===== config.mk =====
export PLATFORM = sky130hd
export DESIGN_NAME = blit_state
export DESIGN_NICKNAME = d
export VERILOG_FILES = /design/src/blit_pkg.sv /design/src/blit_inner.sv /design/src/blit_mcontrol.sv /design/src/blit_outer.sv /design/src/blit_regs.sv /design/src/blit_state.sv
export VERILOG_INCLUDE_DIRS = /design/src
export SDC_FILE = /design/constraint.sdc
export NUM_CORES = 1
export LEC_CHECK = 0
export ABC_AREA = 1
export BUFFER_PORTS_ARGS = -buffer_cell sky130_fd_sc_hd__buf_2
export CAP_MARGIN = 20
export CORE_MARGIN = 2
export CORE_UTILIZATION = 55
export DETAILED_ROUTE_END_ITERATION = 10
export GPL_ROUTABILITY_DRIVEN = 0
export PLACE_DENSITY = 0.86
export REMOVE_ABC_BUFFERS = 1
export SYNTH_ARGS = -nofsm -noshare
export SYNTH_HDL_FRONTEND = slang
export SYNTH_SLANG_ARGS = --single-unit

===== constraint.sdc =====
create_clock -name clk -period 10.1 [get_ports clk]
set_clock_uncertainty 0.15 [all_clocks]
set_input_delay 1.01 -clock clk [delete_from_list [all_inputs] [get_ports clk]]
set_output_delay 1.01 -clock clk [all_outputs]
set_load 0.05 [all_outputs]

===== src/blit_cfg.svh =====
`ifndef BLIT_CFG_SVH
`define BLIT_CFG_SVH

// Datapath widths
`define BLIT_ADDR_W 24 // Memory address
`define BLIT_DATA_W 32 // Memory data and registers
`define BLIT_COUNT_W 16 // Loop counters and pitch
`define BLIT_LFU_W 4 // Logic function truth table
`define BLIT_REG_AW 8 // AXI4-Lite register address

// Register map, byte offsets
`define BLIT_REG_SRC 8'h00
`define BLIT_REG_DST 8'h04
`define BLIT_REG_PITCH 8'h08 // Row pitch in words
`define BLIT_REG_COUNT 8'h0C // Outer count high, inner count low
`define BLIT_REG_CMD 8'h10 // Write starts a blit
`define BLIT_REG_STATUS 8'h14

// Command word bits
`define BLIT_CMD_SRCEN 0
`define BLIT_CMD_DSTEN 1
`define BLIT_CMD_LFU_LSB 21

// Status word bits
`define BLIT_STAT_IDLE 0
`define BLIT_STAT_INT 1

// AXI response codes
`define BLIT_RESP_OKAY 2'b00
`define BLIT_RESP_SLVERR 2'b10

`endif


===== src/blit_pkg.sv =====
`include "blit_cfg.svh"

package blit_pkg;

	// Command as latched from the register block
	typedef struct packed {
		logic srcen; // Read source per pixel
		logic dsten; // Read destination per pixel
		logic [`BLIT_LFU_W-1:0] lfu_func; // Indexed by {src, dst}
		logic [`BLIT_ADDR_W-1:0] src_base;
		logic [`BLIT_ADDR_W-1:0] dst_base;
		logic [`BLIT_COUNT_W-1:0] pitch; // In words
		logic [`BLIT_COUNT_W-1:0] inner_cnt; // Pixels per row
		logic [`BLIT_COUNT_W-1:0] outer_cnt; // Rows
	} blit_cmd_t;

	// Start addresses of one row
	typedef struct packed {
		logic [`BLIT_ADDR_W-1:0] src_addr;
		logic [`BLIT_ADDR_W-1:0] dst_addr;
	} blit_row_t;

	// One memory cycle, read or write
	typedef struct packed {
		logic rd; // 1 for read, 0 for write
		logic [`BLIT_ADDR_W-1:0] addr;
		logic [`BLIT_DATA_W-1:0] wdata; // Only meaningful on writes
	} blit_cycle_t;

endpackage


===== src/blit_inner.sv =====
`timescale 1ns/100ps
`include "blit_cfg.svh"

module blit_inner (
	input logic clk,
	input logic rst_n,
	input blit_pkg::blit_cmd_t cmd,
	input logic row_start,
	input blit_pkg::blit_row_t row,
	output logic row_done,
	output logic cyc_valid,
	output blit_pkg::blit_cycle_t cyc,
	input logic cyc_done,
	input logic [`BLIT_DATA_W-1:0] cyc_rdata
);
	import blit_pkg::*;

	typedef enum logic [1:0] {
		PH_IDLE,
		PH_SRC, // Source read
		PH_DST, // Destination read
		PH_WR // Destination write
	} phase_t;

	phase_t phase_q;
	phase_t first_phase;
	blit_row_t row_q;
	logic [`BLIT_COUNT_W-1:0] pix_q;
	logic [`BLIT_DATA_W-1:0] src_q;
	logic [`BLIT_DATA_W-1:0] dst_q;
	logic [`BLIT_DATA_W-1:0] s_bits;
	logic [`BLIT_DATA_W-1:0] d_bits;
	logic [`BLIT_DATA_W-1:0] lfu_out;
	logic [`BLIT_ADDR_W-1:0] pix_off;
	logic last_pix;

	assign first_phase = cmd.srcen ? PH_SRC : (cmd.dsten ? PH_DST : PH_WR);
	assign last_pix = (pix_q == cmd.inner_cnt - 1'b1);
	assign pix_off = `BLIT_ADDR_W'({pix_q, 2'b00}); // One word per pixel
	assign s_bits = cmd.srcen ? src_q : '0;
	assign d_bits = cmd.dsten ? dst_q : '0;
	assign cyc_valid = (phase_q != PH_IDLE);
	assign row_done = cyc_done & (phase_q == PH_WR) & last_pix;

	// Logic function unit, one truth table lookup per bit
	always_comb begin
		for (int i = 0; i < `BLIT_DATA_W; i++) begin
			lfu_out[i] = cmd.lfu_func[{s_bits[i], d_bits[i]}];
		end
	end

	// Held unchanged until cyc_done since it only follows registers
	always_comb begin
		cyc.rd = (phase_q != PH_WR);
		cyc.addr = ((phase_q == PH_SRC) ? row_q.src_addr : row_q.dst_addr) + pix_off;
		cyc.wdata = (phase_q == PH_WR) ? lfu_out : '0;
	end

	always_ff @(posedge clk) begin
		if (!rst_n) begin
			phase_q <= PH_IDLE;
		end else if (row_start) begin
			phase_q <= first_phase;
		end else if (cyc_done) begin
			case (phase_q)
				PH_SRC: phase_q <= cmd.dsten ? PH_DST : PH_WR;
				PH_DST: phase_q <= PH_WR;
				PH_WR: phase_q <= last_pix ? PH_IDLE : first_phase;
				default: phase_q <= PH_IDLE;
			endcase
		end
	end

	always_ff @(posedge clk) begin
		if (row_start) begin
			row_q <= row;
			pix_q <= '0;
		end else if (cyc_done & (phase_q == PH_WR)) begin
			pix_q <= pix_q + 1'b1;
		end
		if (cyc_done & (phase_q == PH_SRC))
			src_q <= cyc_rdata;
		if (cyc_done & (phase_q == PH_DST))
			dst_q <= cyc_rdata;
	end

endmodule


===== src/blit_mcontrol.sv =====
`timescale 1ns/100ps
`include "blit_cfg.svh"

module blit_mcontrol (
	input logic clk,
	input logic rst_n,
	input logic cyc_valid,
	input blit_pkg::blit_cycle_t cyc,
	output logic cyc_done,
	output logic [`BLIT_DATA_W-1:0] cyc_rdata,
	output logic mreq,
	output blit_pkg::blit_cycle_t mem,
	input logic ack,
	input logic [`BLIT_DATA_W-1:0] rdata
);
	logic issue;
	logic finish;

	// cyc_valid is still high in the cyc_done cycle, so that cycle must not issue
	assign issue = cyc_valid & ~mreq & ~cyc_done;
	assign finish = mreq & ack;

	always_ff @(posedge clk) begin
		if (!rst_n) begin
			mreq <= 1'b0;
			cyc_done <= 1'b0;
		end else begin
			cyc_done <= finish;
			if (finish)
				mreq <= 1'b0;
			else if (issue)
				mreq <= 1'b1;
		end
	end

	always_ff @(posedge clk) begin
		if (issue)
			mem <= cyc; // Stays put until ack
		if (finish & mem.rd)
			cyc_rdata <= rdata; // Read data valid with ack
	end

endmodule


===== src/blit_outer.sv =====
`timescale 1ns/100ps
`include "blit_cfg.svh"

module blit_outer (
	input logic clk,
	input logic rst_n,
	input blit_pkg::blit_cmd_t cmd,
	input logic start,
	output logic busy,
	output logic done,
	output logic row_start,
	output blit_pkg::blit_row_t row,
	input logic row_done
);
	logic [`BLIT_COUNT_W-1:0] rows_left;
	logic [`BLIT_ADDR_W-1:0] row_step;
	logic last_row;

	// Pitch is in words, addresses in bytes
	assign row_step = `BLIT_ADDR_W'({cmd.pitch, 2'b00});
	assign last_row = (rows_left == `BLIT_COUNT_W'(1));

	always_ff @(posedge clk) begin
		if (!rst_n) begin
			busy <= 1'b0;
			done <= 1'b0;
			row_start <= 1'b0;
		end else begin
			row_start <= start | (row_done & ~last_row);
			done <= row_done & last_row;
			if (start)
				busy <= 1'b1;
			else if (done)
				busy <= 1'b0; // Drops together with the interrupt
		end
	end

	// Row address walk, wraps at the address width
	always_ff @(posedge clk) begin
		if (start) begin
			rows_left <= cmd.outer_cnt;
			row.src_addr <= cmd.src_base;
			row.dst_addr <= cmd.dst_base;
		end else if (row_done) begin
			rows_left <= rows_left - 1'b1;
			row.src_addr <= row.src_addr + row_step;
			row.dst_addr <= row.dst_addr + row_step;
		end
	end

endmodule


===== src/blit_regs.sv =====
`timescale 1ns/100ps
`include "blit_cfg.svh"

module blit_regs (
	input logic clk,
	input logic rst_n,
	input logic [`BLIT_REG_AW-1:0] s_awaddr,
	input logic s_awvalid,
	output logic s_awready,
	input logic [`BLIT_DATA_W-1:0] s_wdata,
	input logic [`BLIT_DATA_W/8-1:0] s_wstrb,
	input logic s_wvalid,
	output logic s_wready,
	output logic [1:0] s_bresp,
	output logic s_bvalid,
	input logic s_bready,
	input logic [`BLIT_REG_AW-1:0] s_araddr,
	input logic s_arvalid,
	output logic s_arready,
	output logic [`BLIT_DATA_W-1:0] s_rdata,
	output logic [1:0] s_rresp,
	output logic s_rvalid,
	input logic s_rready,
	output blit_pkg::blit_cmd_t cmd,
	output logic start,
	input logic busy,
	input logic done,
	output logic blit_int
);
	logic [`BLIT_DATA_W-1:0] src_q;
	logic [`BLIT_DATA_W-1:0] dst_q;
	logic [`BLIT_DATA_W-1:0] pitch_q;
	logic [`BLIT_DATA_W-1:0] count_q;
	logic [`BLIT_DATA_W-1:0] wmask;
	logic [`BLIT_DATA_W-1:0] wval;
	logic [`BLIT_DATA_W-1:0] rd_mux;
	logic aw_hs;
	logic ar_hs;
	logic wr_cmd;
	logic active;
	logic cmd_go;
	logic count_zero;
	logic zero_done;

	function automatic logic [`BLIT_DATA_W-1:0] merge(input logic [`BLIT_DATA_W-1:0] old_v,
			input logic [`BLIT_DATA_W-1:0] new_v, input logic [`BLIT_DATA_W-1:0] mask);
		return (old_v & ~mask) | (new_v & mask);
	endfunction

	assign s_awready = s_wvalid & ~s_bvalid; // AW and W taken together
	assign s_wready = s_awvalid & ~s_bvalid;
	assign s_arready = ~s_rvalid;
	assign s_rresp = `BLIT_RESP_OKAY;
	assign aw_hs = s_awvalid & s_wvalid & ~s_bvalid;
	assign ar_hs = s_arvalid & ~s_rvalid;

	assign wr_cmd = aw_hs & (s_awaddr == `BLIT_REG_CMD);
	assign active = busy | start; // Covers the cycle before busy rises
	assign cmd_go = wr_cmd & ~active;
	assign count_zero = (count_q[`BLIT_COUNT_W-1:0] == '0) |
		(count_q[2*`BLIT_COUNT_W-1:`BLIT_COUNT_W] == '0);
	assign wval = s_wdata & wmask;

	always_comb begin
		for (int i = 0; i < `BLIT_DATA_W/8; i++) begin
			wmask[8*i +: 8] = {8{s_wstrb[i]}};
		end
	end

	always_comb begin
		rd_mux = '0;
		case (s_araddr)
			`BLIT_REG_SRC: rd_mux = src_q;
			`BLIT_REG_DST: rd_mux = dst_q;
			`BLIT_REG_PITCH: rd_mux = pitch_q;
			`BLIT_REG_COUNT: rd_mux = count_q;
			`BLIT_REG_CMD: begin
				rd_mux[`BLIT_CMD_SRCEN] = cmd.srcen;
				rd_mux[`BLIT_CMD_DSTEN] = cmd.dsten;
				rd_mux[`BLIT_CMD_LFU_LSB +: `BLIT_LFU_W] = cmd.lfu_func;
			end
			`BLIT_REG_STATUS: begin
				rd_mux[`BLIT_STAT_IDLE] = ~active;
				rd_mux[`BLIT_STAT_INT] = blit_int;
			end
			default: rd_mux = '0; // Unmapped reads as zero
		endcase
	end

	always_ff @(posedge clk) begin
		if (!rst_n) begin
			s_bvalid <= 1'b0;
			s_rvalid <= 1'b0;
			start <= 1'b0;
			zero_done <= 1'b0;
			blit_int <= 1'b0;
		end else begin
			start <= cmd_go & ~count_zero;
			zero_done <= cmd_go & count_zero; // Empty blit finishes here
			if (aw_hs)
				s_bvalid <= 1'b1;
			else if (s_bready)
				s_bvalid <= 1'b0;
			if (ar_hs)
				s_rvalid <= 1'b1;
			else if (s_rready)
				s_rvalid <= 1'b0;
			if (done | zero_done)
				blit_int <= 1'b1;
			else if (cmd_go)
				blit_int <= 1'b0;
		end
	end

	always_ff @(posedge clk) begin
		if (aw_hs) begin
			s_bresp <= (wr_cmd & active) ? `BLIT_RESP_SLVERR : `BLIT_RESP_OKAY;
			case (s_awaddr)
				`BLIT_REG_SRC: src_q <= merge(src_q, s_wdata, wmask);
				`BLIT_REG_DST: dst_q <= merge(dst_q, s_wdata, wmask);
				`BLIT_REG_PITCH: pitch_q <= merge(pitch_q, s_wdata, wmask);
				`BLIT_REG_COUNT: count_q <= merge(count_q, s_wdata, wmask);
				default: ;
			endcase
		end
		if (cmd_go) begin // Snapshot keeps cmd stable for the whole blit
			cmd.srcen <= wval[`BLIT_CMD_SRCEN];
			cmd.dsten <= wval[`BLIT_CMD_DSTEN];
			cmd.lfu_func <= wval[`BLIT_CMD_LFU_LSB +: `BLIT_LFU_W];
			cmd.src_base <= src_q[`BLIT_ADDR_W-1:0];
			cmd.dst_base <= dst_q[`BLIT_ADDR_W-1:0];
			cmd.pitch <= pitch_q[`BLIT_COUNT_W-1:0];
			cmd.inner_cnt <= count_q[`BLIT_COUNT_W-1:0];
			cmd.outer_cnt <= count_q[2*`BLIT_COUNT_W-1:`BLIT_COUNT_W];
		end
		if (ar_hs)
			s_rdata <= rd_mux;
	end

endmodule


===== src/blit_state.sv =====
`timescale 1ns/100ps
`include "blit_cfg.svh"

module blit_state (
	input logic clk,
	input logic rst_n,
	input logic [`BLIT_REG_AW-1:0] s_awaddr,
	input logic s_awvalid,
	output logic s_awready,
	input logic [`BLIT_DATA_W-1:0] s_wdata,
	input logic [`BLIT_DATA_W/8-1:0] s_wstrb,
	input logic s_wvalid,
	output logic s_wready,
	output logic [1:0] s_bresp,
	output logic s_bvalid,
	input logic s_bready,
	input logic [`BLIT_REG_AW-1:0] s_araddr,
	input logic s_arvalid,
	output logic s_arready,
	output logic [`BLIT_DATA_W-1:0] s_rdata,
	output logic [1:0] s_rresp,
	output logic s_rvalid,
	input logic s_rready,
	output logic mreq,
	output blit_pkg::blit_cycle_t mem,
	input logic ack,
	input logic [`BLIT_DATA_W-1:0] rdata,
	output logic blit_int
);
	import blit_pkg::*;

	blit_cmd_t cmd; // Latched command
	logic start;
	logic busy;
	logic done;
	logic row_start;
	blit_row_t row; // Current row start
	logic row_done;
	logic cyc_valid;
	blit_cycle_t cyc; // Pending memory cycle
	logic cyc_done;
	logic [`BLIT_DATA_W-1:0] cyc_rdata;

	// GPU register port, status and interrupt
	blit_regs regs_i (.*);

	// Rows
	blit_outer outer_i (.*);

	// Pixels and logic function
	blit_inner inner_i (.*);

	// Memory handshake
	blit_mcontrol mcontrol_i (.*);

endmodule


==> run_results.csv <==
group,metric,value,unit
outcome,run_status,"finished clean",
sta,setup_viol,0,
cts,ctsLongestPathBuffers,3,
sta,relSlewSlack,23.94,%
synth,synth_top_area_share,65.71,%
synth,syn_inst,2056,
worst_setup_path,worst-path-buf-inv,1,
worst_setup_path,critPathMaxStageDelay,0.57,ns
sta,hold_viol,0,
sta,rsz0062_at_grt,"false",
placed_design,dpl_worst_slack,6.170,ns
cts,cts_tree,"yes",
cts,cts_root_buffer,"clkbuf_16",
worst_setup_path,cp-end-kind,"flop",
route,drcViolationCount,0,
route,antenna_left,0,
synth,yosysSeqAreaShare,68.03,%
worst_setup_path,cp_max_fo,27,
synth,async_flop_share,0,%
placed_design,place.detailed.hpwl,39.56,mm
run,maxCapViolCount,0,
sta,maxSlewViolCount,0,
synth,ys_warn_count,0,
sta,period_needed,3.886,ns
floorplan,die_h,213.5,µm
worst_setup_path,worstSetupPathType,"flop to flop",
power,power_density,167.0,mW/mm²
cts,post_cts_buffers,0,
sta,finalSetupTns,0,ns
worst_setup_path,arrival,4.10,ns
synth,synth_edf_count,528,
cts,insertion_delay,0.61,ns
sta,finalCritPeriodShare,38.48,%
cts,hold_buffers,0,
cts,cts_buffers,53,
global_routing,grt_overflow,0,
global_routing,antenna_found_initial,8,
global_routing,grt_max_degree,80,
sta,fin_ws,6.214,ns
route,first_pass_iters,8,
placed_design,io_buffers,188,
floorplan,die_w,213.5,µm
floorplan,io_pins,192,
worst_setup_path,required,10.31,ns
synth,synth.distinct_cells,55,
worst_setup_path,start_kind,"flop",
floorplan,core_area,0.04317,mm²
floorplan,num_rows,76,
sta,tightest_slew,1.140,ns
synth,syn-cell-area,0.02413,mm²
synth,synth_area_leader_cell,"edfxtp_1",
power,p_leak,10.55,nW
cts,ctsHtreeMaxLevel,2,
synth,synthFlopType,"edfxtp_1",
synth,ys_ff_latch,556,
layout,fin_nets,2412,
synth,syn_area_per_cell,11.74,µm²
global_routing,track_usage,25.88,%
global_routing,grt_pass1_vias,16688,
power,irDropWorstVdd,156.2,µV
worst_setup_path,crit_family,"compound AO/OA/AOI/OAI gates",
floorplan,start_util,55.89,%
cts,cts_resized,0,
layout,syn2layout_area_growth,14.35,%
floorplan,dieArea,0.04556,mm²
route,via_count,17085,
cts,clock-sinks,556,
route,routedWlPerCell,20.38,µm
layout,layout-drive-gt1-share,15.98,%
worst_setup_path,path_cells,"inv_1, nand2_2, mux2_2, ha_1, fa_1, nand3_1, nand3_1, a21oi_1, o21bai_1, a21boi_0, o21ai_0, xor2_1",
sta,fmax,257.3,MHz
synth,synth_area_leaders,"edfxtp_1 66%, nand2_1 8.3%, ha_1 2.7%, a21oi_1 2.7%, dfxtp_1 2.3%",
worst_setup_path,crit_top_cell,"nand3_1",
global_routing,grt_first_pass_wirelength,89.32,mm
cts,path_clk_slew,0.07,ns
route,wl,59.09,mm
route,drtIter0Drc,1944,
worst_hold_path,hp-class,"flop to flop",
route,via_per_inst,5.891,
worst_setup_path,critical-path-slowest-cell,"nand2_2",
## routing by layer
metal	GRT usage, %	part of all wire, %
met1	33.15	36
met2	42.97	49
met3	5.185	12
met4	11.69	4.1
met5	0	0.076
## final cells by class
| class | instances | area (µm²) |
|---|---|---|
| Multi-Input combinational cell | 1303 | 6972 |
| Antenna cell | 6 | 15.01 |
| Clock buffer | 62 | 1390 |
| Clock inverter | 37 | 374.1 |
| Tap cell | 585 | 732.0 |
| Fill cell | 3056 | 15580 |
| Timing Repair Buffer | 208 | 1151 |
| Inverter | 143 | 539.3 |
| Sequential cell | 556 | 16420 |
## logic make-up (layout without fill, tap and decap cells)
kind of cell / after synthesis / in the layout / synth area share [%]
buf+inv: 199 / 450 / 3.230
simple gates: 868 / 868 / 15.63
flops: 556 / 556 / 68.03
fa+ha+maj: 55 / 55 / 2.945
xor+xnor: 48 / 48 / 1.742
compound gates: 307 / 307 / 7.394
mux: 22 / 22 / 1.011
other cells: 1 / 9 / 0.01554
## worst reg2reg max path, delay by kind of cell (launching register included)
kind                     cells  cell delay [ns]
AO/OA/AOI/OAI                4             0.89
flip-flops                   1             0.46
AND/OR/NAND/NOR              3             0.78
multiplexers                 1             0.42
buffers and inverters        1             0.13
adder cells (fa/ha/maj)      2             0.65
XOR/XNOR                     1             0.16
## stage by stage
| step | hold WS [ns] | instance area [µm²] | utilization (%) | power (mW) | std cells |
|---|---|---|---|---|---|
| after floorplan | 0.2503 | 23900 | - | 2.608 | 2002 |
| after global placement | 0.2559 | 25730 | 59.60 | 2.649 | 2792 |
| after detailed placement | 0.2554 | 25780 | 59.73 | 2.651 | 2794 |
| after CTS | 0.2817 | 27550 | 63.81 | 4.618 | 2893 |
| after global routing | 0.2871 | 27580 | 63.89 | 4.712 | 2897 |
| final | 0.2817 | 27590 | 63.91 | 4.608 | 2900 |
## placed cells by master, fill, tap and decap left out, types with 6 or more instances in the layout
cell	n
nor2_2	6
o2111ai_1	16
mux2_2	19
bufinv_16	6
clkinv_1	10
nor3_1	20
o211ai_1	33
ha_1	52
buf_2	188
o21ai_0	85
clkinv_2	11
xor2_1	34
or2_2	27
edfxtp_1	528
nor2_1	123
inv_1	141
a21oi_1	128
nand3_1	72
diode_2	6
clkbuf_1	6
nor4_1	13
nand4_1	37
dfxtp_1	26
a31oi_1	10
clkbuf_16	53
xnor2_1	14
buf_4	17
nand2_1	536
o21a_1	7
## where the power goes
part	leakage, nW	internal (mW)	total (mW)	switching, mW
combinational	4.68	0.0234	0.0912	0.0677
sequential	5.00	2.51	2.51	0.00529
clock	0.869	1.15	2.01	0.860
total	10.5	3.68	4.61	0.933
## final timing paths
path,endpoint,start,cells after the start,slack [ns]
setup / recovery,mcontrol_i.mem[44],inner_i.phase_q[1],12,6.21
hold / removal,inner_i.row_q[25],outer_i.row[25],0,0.28
setup reg to reg,mcontrol_i.mem[44],inner_i.phase_q[1],12,6.21
hold reg to reg,inner_i.row_q[25],outer_i.row[25],0,0.28
## synth_stat cells, drive strengths merged (2+ instances only)
cell type  number
a21boi          3
a21o            4
a21oi         128
a221oi          5
a31oi          10
and2            2
and3            3
buf            29
clkbuf         27
dfxtp          28
edfxtp        528
fa              3
ha             52
inv           143
mux2           19
mux2i           3
nand2         541
nand3          75
nand3b          5
nand4          37
nor2          136
nor3           25
nor3b           3
nor4           14
o2111ai        16
o211ai         33
o21a            7
o21ai          88
o21bai          5
o22ai           2
or2            27
xnor2          14
xor2           34
(Power assumes the default switching activity.)
